**src/design/dcore_pkg.sv**
```systemverilog
package dcore_pkg;

    //////////////////////////////////////////////////////////////////////
    // datapath sizes
    //////////////////////////////////////////////////////////////////////

    // interleaved lanes, adc magnitude and signed code width
    localparam int n_ti = 4;
    localparam int n_adc = 8;

    // phase interpolator outputs and control word width
    localparam int n_out = 4;
    localparam int n_pi = 9;

    // analog max-select field
    localparam int n_max_sel = 5;

    // post-reset wait, flag rises once the counter sits at all ones
    localparam int n_valid_wait = 5;

    // internal scale is ((max_sel + 1) << n_scale_shift) - 1
    localparam int n_scale_shift = 4;

    //////////////////////////////////////////////////////////////////////
    // prbs
    //////////////////////////////////////////////////////////////////////

    // prbs7, x^7 + x^6 + 1
    localparam int prbs_len = 7;
    localparam int prbs_tap_a = 7;
    localparam int prbs_tap_b = 6;
    localparam logic [prbs_len-1:0] prbs_seed = '1;

    //////////////////////////////////////////////////////////////////////
    // error and total counters
    //////////////////////////////////////////////////////////////////////

    localparam int n_count = 64;
    localparam int n_half = n_count / 2;

    // wide enough to hold a count of 0..n_ti lanes
    localparam int n_lane_cnt = $clog2(n_ti + 1);

    typedef struct packed {
        logic [n_half-1:0] upper;
        logic [n_half-1:0] lower;
    } count_halves_t;

    // one count word, read whole or as two 32-bit halves
    typedef union packed {
        logic [n_count-1:0] full;
        count_halves_t      half;
    } count_word_u;

endpackage

```
**src/design/adc_unfold.sv**
```systemverilog
module adc_unfold (
    input  wire logic                               clk_adc,
    input  wire logic                               cdr_rstb,
    input  wire logic [dcore_pkg::n_adc-1:0]        adc_mag_i [dcore_pkg::n_ti],
    input  wire logic [dcore_pkg::n_ti-1:0]         adc_sign_i,
    input  wire logic signed [dcore_pkg::n_adc-1:0] bit_level_i,
    output logic signed [dcore_pkg::n_adc-1:0]      adc_code_o [dcore_pkg::n_ti],
    output logic [dcore_pkg::n_ti-1:0]              rx_bits_o
);

    logic signed [dcore_pkg::n_adc-1:0] code_d [dcore_pkg::n_ti];
    logic [dcore_pkg::n_ti-1:0]         bit_d;

    // sign set means positive magnitude
    always_comb begin
        for (int k = 0; k < dcore_pkg::n_ti; k++) begin
            code_d[k] = adc_sign_i[k] ? adc_mag_i[k] : -adc_mag_i[k];
            // slicer, strictly above the level gives a one
            bit_d[k] = (code_d[k] > bit_level_i);
        end
    end

    // codes and sliced bits leave together, one cycle later
    always_ff @(posedge clk_adc or negedge cdr_rstb) begin
        if (!cdr_rstb) begin
            for (int k = 0; k < dcore_pkg::n_ti; k++) begin
                adc_code_o[k] <= '0;
            end
            rx_bits_o <= '0;
        end else begin
            for (int k = 0; k < dcore_pkg::n_ti; k++) begin
                adc_code_o[k] <= code_d[k];
            end
            rx_bits_o <= bit_d;
        end
    end

endmodule

```
**src/design/cdr_pi_ctl.sv**
```systemverilog
module cdr_pi_ctl (
    input  wire logic                            clk_adc,
    input  wire logic                            cdr_rstb,
    input  wire logic [dcore_pkg::n_pi-1:0]      pi_code_i [dcore_pkg::n_out],
    input  wire logic [dcore_pkg::n_max_sel-1:0] max_sel_i [dcore_pkg::n_out],
    input  wire logic                            ext_scale_en_i,
    input  wire logic [dcore_pkg::n_pi-1:0]      ext_scale_i [dcore_pkg::n_out],
    input  wire logic [dcore_pkg::n_pi-1:0]      pi_offset_i [dcore_pkg::n_out],
    output logic [dcore_pkg::n_pi-1:0]           int_pi_ctl_o [dcore_pkg::n_out],
    output logic                                 ctl_valid_o
);

    logic [dcore_pkg::n_valid_wait-1:0] wait_q;
    logic                               wait_done;
    logic [dcore_pkg::n_pi-1:0]         sel_ext [dcore_pkg::n_out];
    logic [dcore_pkg::n_pi-1:0]         scale [dcore_pkg::n_out];

    //////////////////////////////////////////////////////////////////////
    // post-reset wait
    //////////////////////////////////////////////////////////////////////

    assign wait_done = &wait_q;

    // saturates at 31, valid follows one edge after
    always_ff @(posedge clk_adc or negedge cdr_rstb) begin
        if (!cdr_rstb) begin
            wait_q      <= '0;
            ctl_valid_o <= 1'b0;
        end else begin
            if (!wait_done) begin
                wait_q <= wait_q + 1'b1;
            end
            ctl_valid_o <= wait_done;
        end
    end

    //////////////////////////////////////////////////////////////////////
    // pi control words
    //////////////////////////////////////////////////////////////////////

    // max_sel of 31 wraps to 0 before the minus one, giving 511
    always_comb begin
        for (int j = 0; j < dcore_pkg::n_out; j++) begin
            sel_ext[j] = dcore_pkg::n_pi'(max_sel_i[j]);
            if (ext_scale_en_i) begin
                scale[j] = ext_scale_i[j];
            end else begin
                scale[j] = ((sel_ext[j] + 1'b1) << dcore_pkg::n_scale_shift) - 1'b1;
            end
            int_pi_ctl_o[j] = (pi_code_i[j] % scale[j]) + pi_offset_i[j];
        end
    end

endmodule

```
**src/design/dcore_top.sv**
```systemverilog
module dcore_top (
    input  wire logic                               clk_adc,
    input  wire logic                               cdr_rstb,
    // adc front end
    input  wire logic [dcore_pkg::n_adc-1:0]        adc_mag_i [dcore_pkg::n_ti],
    input  wire logic [dcore_pkg::n_ti-1:0]         adc_sign_i,
    input  wire logic signed [dcore_pkg::n_adc-1:0] bit_level_i,
    output logic signed [dcore_pkg::n_adc-1:0]      adc_code_o [dcore_pkg::n_ti],
    // bist generator
    input  wire logic                               gen_cke_i,
    input  wire logic                               inj_err_i,
    // prbs checker
    input  wire logic                               chk_cke_i,
    input  wire logic                               sel_bist_i,
    input  wire logic [dcore_pkg::n_ti-1:0]         chan_sel_i,
    input  wire logic [1:0]                         count_sel_i,
    output logic [dcore_pkg::n_half-1:0]            count_o,
    // phase interpolator control
    input  wire logic [dcore_pkg::n_pi-1:0]         pi_code_i [dcore_pkg::n_out],
    input  wire logic [dcore_pkg::n_max_sel-1:0]    max_sel_i [dcore_pkg::n_out],
    input  wire logic                               ext_scale_en_i,
    input  wire logic [dcore_pkg::n_pi-1:0]         ext_scale_i [dcore_pkg::n_out],
    input  wire logic [dcore_pkg::n_pi-1:0]         pi_offset_i [dcore_pkg::n_out],
    output logic [dcore_pkg::n_pi-1:0]              int_pi_ctl_o [dcore_pkg::n_out],
    output logic                                    ctl_valid_o
);

    // sliced adc bits and bist bits into the checker
    logic [dcore_pkg::n_ti-1:0] rx_bits;
    logic [dcore_pkg::n_ti-1:0] bist_bits;

    adc_unfold i_adc_unfold (
        .clk_adc     (clk_adc),
        .cdr_rstb    (cdr_rstb),
        .adc_mag_i   (adc_mag_i),
        .adc_sign_i  (adc_sign_i),
        .bit_level_i (bit_level_i),
        .adc_code_o  (adc_code_o),
        .rx_bits_o   (rx_bits)
    );

    prbs_gen i_prbs_gen (
        .clk_adc     (clk_adc),
        .cdr_rstb    (cdr_rstb),
        .gen_cke_i   (gen_cke_i),
        .inj_err_i   (inj_err_i),
        .bist_bits_o (bist_bits)
    );

    prbs_checker i_prbs_checker (
        .clk_adc     (clk_adc),
        .cdr_rstb    (cdr_rstb),
        .chk_cke_i   (chk_cke_i),
        .sel_bist_i  (sel_bist_i),
        .chan_sel_i  (chan_sel_i),
        .rx_bits_i   (rx_bits),
        .bist_bits_i (bist_bits),
        .count_sel_i (count_sel_i),
        .count_o     (count_o)
    );

    cdr_pi_ctl i_cdr_pi_ctl (
        .clk_adc        (clk_adc),
        .cdr_rstb       (cdr_rstb),
        .pi_code_i      (pi_code_i),
        .max_sel_i      (max_sel_i),
        .ext_scale_en_i (ext_scale_en_i),
        .ext_scale_i    (ext_scale_i),
        .pi_offset_i    (pi_offset_i),
        .int_pi_ctl_o   (int_pi_ctl_o),
        .ctl_valid_o    (ctl_valid_o)
    );

endmodule

```
**src/design/prbs_checker.sv**
```systemverilog
module prbs_checker (
    input  wire logic                       clk_adc,
    input  wire logic                       cdr_rstb,
    input  wire logic                       chk_cke_i,
    input  wire logic                       sel_bist_i,
    input  wire logic [dcore_pkg::n_ti-1:0] chan_sel_i,
    input  wire logic [dcore_pkg::n_ti-1:0] rx_bits_i,
    input  wire logic [dcore_pkg::n_ti-1:0] bist_bits_i,
    input  wire logic [1:0]                 count_sel_i,
    output logic [dcore_pkg::n_half-1:0]    count_o
);

    logic [dcore_pkg::n_ti-1:0]       sel_bits;
    logic [dcore_pkg::prbs_len-1:0]   hist_q;
    logic [dcore_pkg::prbs_len-1:0]   hist_d;
    logic [dcore_pkg::n_ti-1:0]       err_bits;
    logic [1:0]                       fill_q;
    logic                             cmp_en;
    logic [dcore_pkg::n_lane_cnt-1:0] err_num;
    logic [dcore_pkg::n_lane_cnt-1:0] lane_num;
    dcore_pkg::count_word_u           err_q;
    dcore_pkg::count_word_u           tot_q;
    dcore_pkg::count_word_u           rd_word;

    // adc slicer or bist loopback
    assign sel_bits = sel_bist_i ? bist_bits_i : rx_bits_i;

    // history holds 8 bits after two words
    assign cmp_en = fill_q[1];

    //////////////////////////////////////////////////////////////////////
    // self-synchronizing prediction
    //////////////////////////////////////////////////////////////////////

    // each lane is predicted from the received stream, earlier lanes included
    always_comb begin
        hist_d = hist_q;
        err_bits = '0;
        for (int k = 0; k < dcore_pkg::n_ti; k++) begin
            err_bits[k] = sel_bits[k] ^ hist_d[dcore_pkg::prbs_tap_a-1]
                        ^ hist_d[dcore_pkg::prbs_tap_b-1];
            hist_d = {hist_d[dcore_pkg::prbs_len-2:0], sel_bits[k]};
        end
        err_bits = err_bits & chan_sel_i & {dcore_pkg::n_ti{cmp_en}};
    end

    // per-cycle lane counts
    always_comb begin
        err_num = '0;
        lane_num = '0;
        for (int k = 0; k < dcore_pkg::n_ti; k++) begin
            err_num = err_num + dcore_pkg::n_lane_cnt'(err_bits[k]);
            lane_num = lane_num + dcore_pkg::n_lane_cnt'(chan_sel_i[k]);
        end
    end

    //////////////////////////////////////////////////////////////////////
    // counters
    //////////////////////////////////////////////////////////////////////

    always_ff @(posedge clk_adc or negedge cdr_rstb) begin
        if (!cdr_rstb) begin
            hist_q <= '0;
            fill_q <= '0;
            err_q  <= '0;
            tot_q  <= '0;
        end else if (chk_cke_i) begin
            hist_q <= hist_d;
            if (!cmp_en) begin
                fill_q <= fill_q + 2'd1;
            end
            err_q.full <= err_q.full + dcore_pkg::n_count'(err_num);
            tot_q.full <= tot_q.full + dcore_pkg::n_count'(lane_num);
        end
    end

    // readout, bit 1 picks total over errors, bit 0 the upper half
    assign rd_word = count_sel_i[1] ? tot_q : err_q;
    assign count_o = count_sel_i[0] ? rd_word.half.upper : rd_word.half.lower;

endmodule

```
**src/design/prbs_gen.sv**
```systemverilog
module prbs_gen (
    input  wire logic                       clk_adc,
    input  wire logic                       cdr_rstb,
    input  wire logic                       gen_cke_i,
    input  wire logic                       inj_err_i,
    output logic [dcore_pkg::n_ti-1:0]      bist_bits_o
);

    logic [dcore_pkg::prbs_len-1:0] state_q;
    logic [dcore_pkg::prbs_len-1:0] state_d;
    logic [dcore_pkg::n_ti-1:0]     word_d;
    logic [dcore_pkg::n_ti-1:0]     flip_d;
    logic                           inj_pend_q;

    //////////////////////////////////////////////////////////////////////
    // four lfsr steps per cycle
    //////////////////////////////////////////////////////////////////////

    // state bit 0 holds the latest bit, lane 0 is the earliest of the word
    always_comb begin
        state_d = state_q;
        for (int k = 0; k < dcore_pkg::n_ti; k++) begin
            word_d[k] = state_d[dcore_pkg::prbs_tap_a-1] ^ state_d[dcore_pkg::prbs_tap_b-1];
            state_d = {state_d[dcore_pkg::prbs_len-2:0], word_d[k]};
        end
    end

    // injected error only touches the output, never the state
    assign flip_d = {{(dcore_pkg::n_ti-1){1'b0}}, inj_err_i | inj_pend_q};

    always_ff @(posedge clk_adc or negedge cdr_rstb) begin
        if (!cdr_rstb) begin
            state_q     <= dcore_pkg::prbs_seed;
            bist_bits_o <= '0;
            inj_pend_q  <= 1'b0;
        end else if (gen_cke_i) begin
            state_q     <= state_d;
            bist_bits_o <= word_d ^ flip_d;
            inj_pend_q  <= 1'b0;
        end else begin
            // hold a pulse that lands while stalled
            inj_pend_q  <= inj_pend_q | inj_err_i;
        end
    end

endmodule

```
**config.mk**
```make
export PLATFORM = sky130hd
export DESIGN_NAME = dcore_top
export DESIGN_NICKNAME = d
export VERILOG_FILES = /design/src/design/dcore_pkg.sv /design/src/design/adc_unfold.sv /design/src/design/cdr_pi_ctl.sv /design/src/design/dcore_top.sv /design/src/design/prbs_checker.sv /design/src/design/prbs_gen.sv
export SDC_FILE = /design/constraint.sdc
export NUM_CORES = 1
export LEC_CHECK = 0
export BUFFER_PORTS_ARGS = -buffer_cell sky130_fd_sc_hd__buf_4
export CAP_MARGIN = 20
export CORE_MARGIN = 2
export CORE_UTILIZATION = 54
export DETAILED_ROUTE_END_ITERATION = 16
export GPL_TIMING_DRIVEN = 0
export PLACE_DENSITY = 0.89
export RECOVER_POWER = 50
export SLEW_MARGIN = 10
export SYNTH_ARGS = -nofsm -noshare
export SYNTH_HDL_FRONTEND = slang
export SYNTH_SLANG_ARGS = --single-unit
```
**constraint.sdc**
```tcl
create_clock -name clk_adc -period 28.3 [get_ports clk_adc]
set_input_delay 5.66 -clock clk_adc [delete_from_list [all_inputs] [get_ports clk_adc]]
set_output_delay 5.66 -clock clk_adc [all_outputs]
set_load 0.005 [all_outputs]
```
Yosys cells after proc, flatten, opt, wreduce, memory -nomap -nowiden
Cells that the tools add are included.
{ "op_classes": {"addsub": 26, "div": 4, "magnitude_cmp": 4, "muxes": 13, "bitwise_logic": 17, "reduce_logical": 2} }
{ "ops": {"columns": ["operator", "n"], "rows": [
  ["64-bit by 3-bit adder with 64-bit output", 2],
  ["64-bit two-way mux", 1],
  ["9-bit adder", 4],
  ["9-bit by 9-bit remainder unit with 9-bit output", 4],
  ["9-bit two-way mux", 4],
  ["9-bit by 1-bit subtractor with 9-bit output (second input constant)", 4],
  ["8-bit greater-than comparator", 4],
  ["32-bit two-way mux", 1],
  ["8-bit two-way mux", 4],
  ["8-bit negation", 4],
  ["5-bit by 1-bit adder with 5-bit output (second input constant)", 5],
  ["3-bit by 1-bit adder with 3-bit output", 4],
  ["1-bit XOR", 12],
  ["4-bit bitwise AND", 2],
  ["5-bit AND reduction", 1],
  ["1-bit by 1-bit adder with 2-bit output", 2],
  ["4-bit two-way mux", 1],
  ["4-bit by 1-bit XOR with 4-bit output", 1],
  ["2-bit by 1-bit adder with 2-bit output (second input constant)", 1],
  ["2-bit two-way mux", 1],
  ["2-bit AND reduction", 1],
  ["1-bit two-way mux", 1],
  ["1-bit NOT", 1],
  ["1-bit OR", 1]
]} }
{ "word_totals": {"reg_bits": 191, "out_inout_bits": 101, "elab_cells": 81} }

Logic depth before layout (Yosys ltp)
{ "depth": {"depth_word": 9, "mapped_depth": 83} }

By module
From an unflattened synthesis, not the netlist that was laid out.
{ "hier_totals": {"hier_cells": 2465, "area_unflattened_um2": 21538.2} }
{ "by_module_without_submodules": {"columns": ["module", "instances", "cells_per_inst", "area_per_inst_um2", "seq_area_each_um2"], "rows": [
  ["cdr_pi_ctl", 1, 1589, 11571.1, 150.1],
  ["prbs_checker", 1, 625, 7277.0, 3428.3],
  ["adc_unfold", 1, 214, 2212.1, 900.9],
  ["prbs_gen", 1, 37, 478.0, 309.0]
]} }

Worst setup path after synthesis
No wires, ideal clock.
{ "synth_timing": {"kind": "input port to output port", "from": "in max_sel_i[5] (netlist bit)", "to": "out int_pi_ctl_o[17] (netlist bit)", "t_arrival_ps": 21523, "required_ps": 22640, "setup_slack_ps": 1117, "cell_stages": 74, "path_cell_list": "ha_1 xor2_1 o32a_1 nor3_1 a21oi_4 or3_1 nand2_1 o21ai_0 ha_1 o21ai_0 a21o_1 a21o_1 nand2_1 a21oi_1 ha_1 a21oi_1 a211oi_1 a31oi_1 [... 38 more ...] nor2b_1 o21a_1 o21ai_0 nor2b_1 o21ai_0 a211oi_1 clkbuf_1 mux2_2 ha_1 nor2b_1 o21ai_0 a21boi_0 o21ai_0 nand2b_1 a21o_1 a21oi_1 xor2_1 xnor2_1"} }
{ "synth_lines": {"columns": ["item", "line", "rtl"], "rows": [
  ["start: declaration", "dcore_top.sv:20", "input wire logic [dcore_pkg::n_max_sel-1:0] max_sel_i [dcore_pkg::n_out],"],
  ["end: declaration", "dcore_top.sv:24", "output logic [dcore_pkg::n_pi-1:0] int_pi_ctl_o [dcore_pkg::n_out],"]
]} }

==> reports/results.tsv <==
metric	value	unit
global placer's final weighted congestion	0.936	
Root Buffer	clkbuf_16	
crit-path leading delay family	compound AO/OA/AOI/OAI gates	
critical path arrival	21.80	ns
Min Hold Slack	0.470	ns
violated checks	capacitance limit, slew limit	
die area	0.0409	mm²
CP Capture Type	output port	
most common cell after layout, fill and taps aside	buf_4	
first-pass GRT wire length	99.2	mm
syn_area_per_cell	8.85	µm²
Reg clk slew, reported paths	0.07	ns
Hold/Removal Path Class	reg2reg	
slew margin rel.	-260	%
Max Clock Freq	0.0364	GHz
register area share after synthesis	22.6	%
Worst Path Required	22.64	ns
DP HPWL	47.5	mm
asr flop ratio synth	100	%
setup_tns	0	ns
Post-Syn Instances	2396	
number of global-route vias before repair	20700	
worst setup path class	in2out	
TritonCTS clock tree	built	
Total Wirelength	61.9	mm
Final Core Density	64.9	%
die height	202	µm
Hold Buf Count CTS	0	
pin count of the biggest net entering global routing	104	
clk sinks	191	
most frequent cells in the layout	buf_4, ha_1, xnor2_1, dfrtp_1, nor2_1	
vias per cell	6.25	
DRC errors left	0	
Syn Nets	2861	
Remaining Overflow, GRT	0	
Cell Area, Synth	0.0212	mm²
period utilization	97.0	%
Buf/Inv on CP	8	
total number of vias	20400	
largest buffer count on any clock path	2	
share of cells above drive strength 1	20.3	%
top cells by area, synth	dfrtp_1, ha_1, xnor2_1	
met1 wire length	24.4	mm
Slew Limit Fails	194	
minimum clock period	27.46	ns
Crit-path slowest cell	nor2_1	
met2 wire length	31.0	mm
Clock Latency Late Sink	0.45	ns
pwr/cell area	60.0	mW/mm²
Most common cell on crit path	ha_1	
VDD IR max	0.0846	mV
I/O Buffers	280	
H-tree Lvls	4	
dominant synthesized flop cell	dfrtp_1	
effective utilization at floorplan	54.7	%
post-synth cell types	102	
worst-margin pin slew	5.41	ns
final hold viol count	0	
Routed Antenna Nets	0	
outcome	complete, but fails checks	
placeable core region	0.0387	mm²
CP Max Fanout	10	
largest area contributor in the netlist	dfrtp_1	
WL met3	3.99	mm
clock skew	0.0101	ns
EDFF count, synth	0	
number of synthesis warnings	0	
maxcap violations	2	
Pre-antenna DRT Iters	6	
Worst path max stage delay	0.82	ns
Seq cells post-synth	191	
gr usage total	29.2	%
I/O pin cnt	286	
Area Overhead vs Synth	18.5	%
drt initial violations	1556	
DR top layer	met4	
crit start category	input port	
Site Rows	72	
initial antenna violation count	2	
Avg WL per Cell	18.9	µm
Leak	11.8	nW
share of the synthesized area in the top cell type	21.7	%
Num CTS Buffers	17	
Final setup viols	0	
NumNets Final	3202	
die width	202	µm
-- metrics by stage --
step           instances  setup WS (ns)  area, µm²  power [W]
2_1_floorplan       2396           1.12      21200   0.000925
3_3_place_gp        3194          -1.93      23900    0.00116
3_5_place_dp        3198          -1.96      24000    0.00122
4_1_cts             3237         0.0552      24800    0.00148
5_1_grt             3270        -0.0793      25100    0.00161
6_report            3271          0.841      25100    0.00151
-- state kept, by name, summed over array words and instances (netlist names) --
register	count
i_prbs_gen.inj_pend_q	1
i_prbs_checker.err_q	64
i_cdr_pi_ctl.wait_q	5
i_prbs_checker.hist_q	7
i_prbs_checker.fill_q	2
i_adc_unfold.adc_code_o	32
i_cdr_pi_ctl.ctl_valid_o	1
i_prbs_gen.bist_bits_o	4
i_adc_unfold.rx_bits_o	4
i_prbs_checker.tot_q	64
i_prbs_gen.state_q	7
-- cell type report --
cell class | instances | area [µm²]
antenna | 3 | 7.51
multi-input combinational | 2017 | 15900
buffer | 48 | 229
sequential | 191 | 4790
inverter | 138 | 527
clock inverter | 13 | 136
timing repair buffer | 324 | 2410
tap | 518 | 648
clock buffer | 19 | 453
fill | 2950 | 13600
-- worst paths after layout --
check,end,cells past startpoint,start,slack [ns]
worst min-delay path,i_prbs_checker.tot_q[63]$_DFFE_PN0P_,1,i_prbs_checker.tot_q[63]$_DFFE_PN0P_,0.47
worst max-delay path,int_pi_ctl_o[17],71,ext_scale_en_i,0.84
max in group asynchronous,i_prbs_checker.tot_q[45]$_DFFE_PN0P_,2,cdr_rstb,14.90
worst max register to register,i_prbs_checker.err_q[62]$_DFFE_PN0P_,15,i_prbs_gen.bist_bits_o[1]$_DFFE_PN0P_,23.08
worst min register to register,i_prbs_checker.tot_q[63]$_DFFE_PN0P_,1,i_prbs_checker.tot_q[63]$_DFFE_PN0P_,0.47
min in group asynchronous,i_prbs_checker.hist_q[2]$_DFFE_PN0P_,1,cdr_rstb,7.20
-- synthesized netlist by cell type (9+ instances only) --
cell and number:
nand2b_1 37, o21bai_1 9, o21ai_0 102, o21a_1 76
ha_1 268, nand4_1 41, xnor2_1 192, nor2b_1 38
nor2_1 173, or3_1 17, a21o_1 56, mux2i_1 37
nand3_1 76, o21ai_1 12, dfrtp_1 184, o31ai_1 13
and2_1 23, inv_1 137, xor2_1 90, and4_1 21
clkbuf_1 40, and3_1 37, or2_2 20, mux2_2 72
o211ai_1 19, fa_1 12, nand2_1 151, mux4_2 32
nor3_1 72, a31oi_1 32, a21oi_1 127
-- logic make-up (layout without fill, tap and decap cells) --
group           after synthesis  in the layout  share of synthesized area (%)
compound gates              560            560                           17.9
xor+xnor                    282            282                           11.7
fa+ha+maj                   280            280                           17.0
buf+inv                     188            542                           3.43
flops                       191            191                           22.6
mux                         143            143                           9.15
other cells                   0              3                              0
simple gates                752            752                           18.3
-- power by group --
| group | internal (W) | leakage [nW] | switching (W) |
|---|---|---|---|
| clock | 0.000135 | 0.294 | 0.000107 |
| sequential | 0.000306 | 2.45 | 0.0000281 |
| combinational | 0.000462 | 9.04 | 0.000470 |
| total | 0.000903 | 11.8 | 0.000605 |
-- per-layer routing --
layer / GRT usage [%] / vias up
met5: 0 / -
met4: 13.1 / 0
met3: 4.51 / 218
met2: 52.5 / 865
met1: 34.4 / 9886
li1: - / 9478
-- worst reg2reg max path, stage by stage (launching register included) --
cell and delay, ns:
dfrtp_1 0.38, mux2i_1 0.33, xnor2_1 0.13, and3_1 0.20
ha_1 0.30, fa_1 0.41, ha_1 0.35, fa_1 0.27
a21oi_1 0.17, nor3_2 0.74, nand3_1 0.36, nor2_1 0.26
nand4_1 0.23, nor2_1 0.55, nand3_1 0.20, xnor2_1 0.24
-- timing repair --
action	in CTS	in global routing
pin swaps	4	16
buffers inserted	7	31
setup endpoints to repair	25	32
resized for setup	27	68
(Power assumes the default switching activity.)
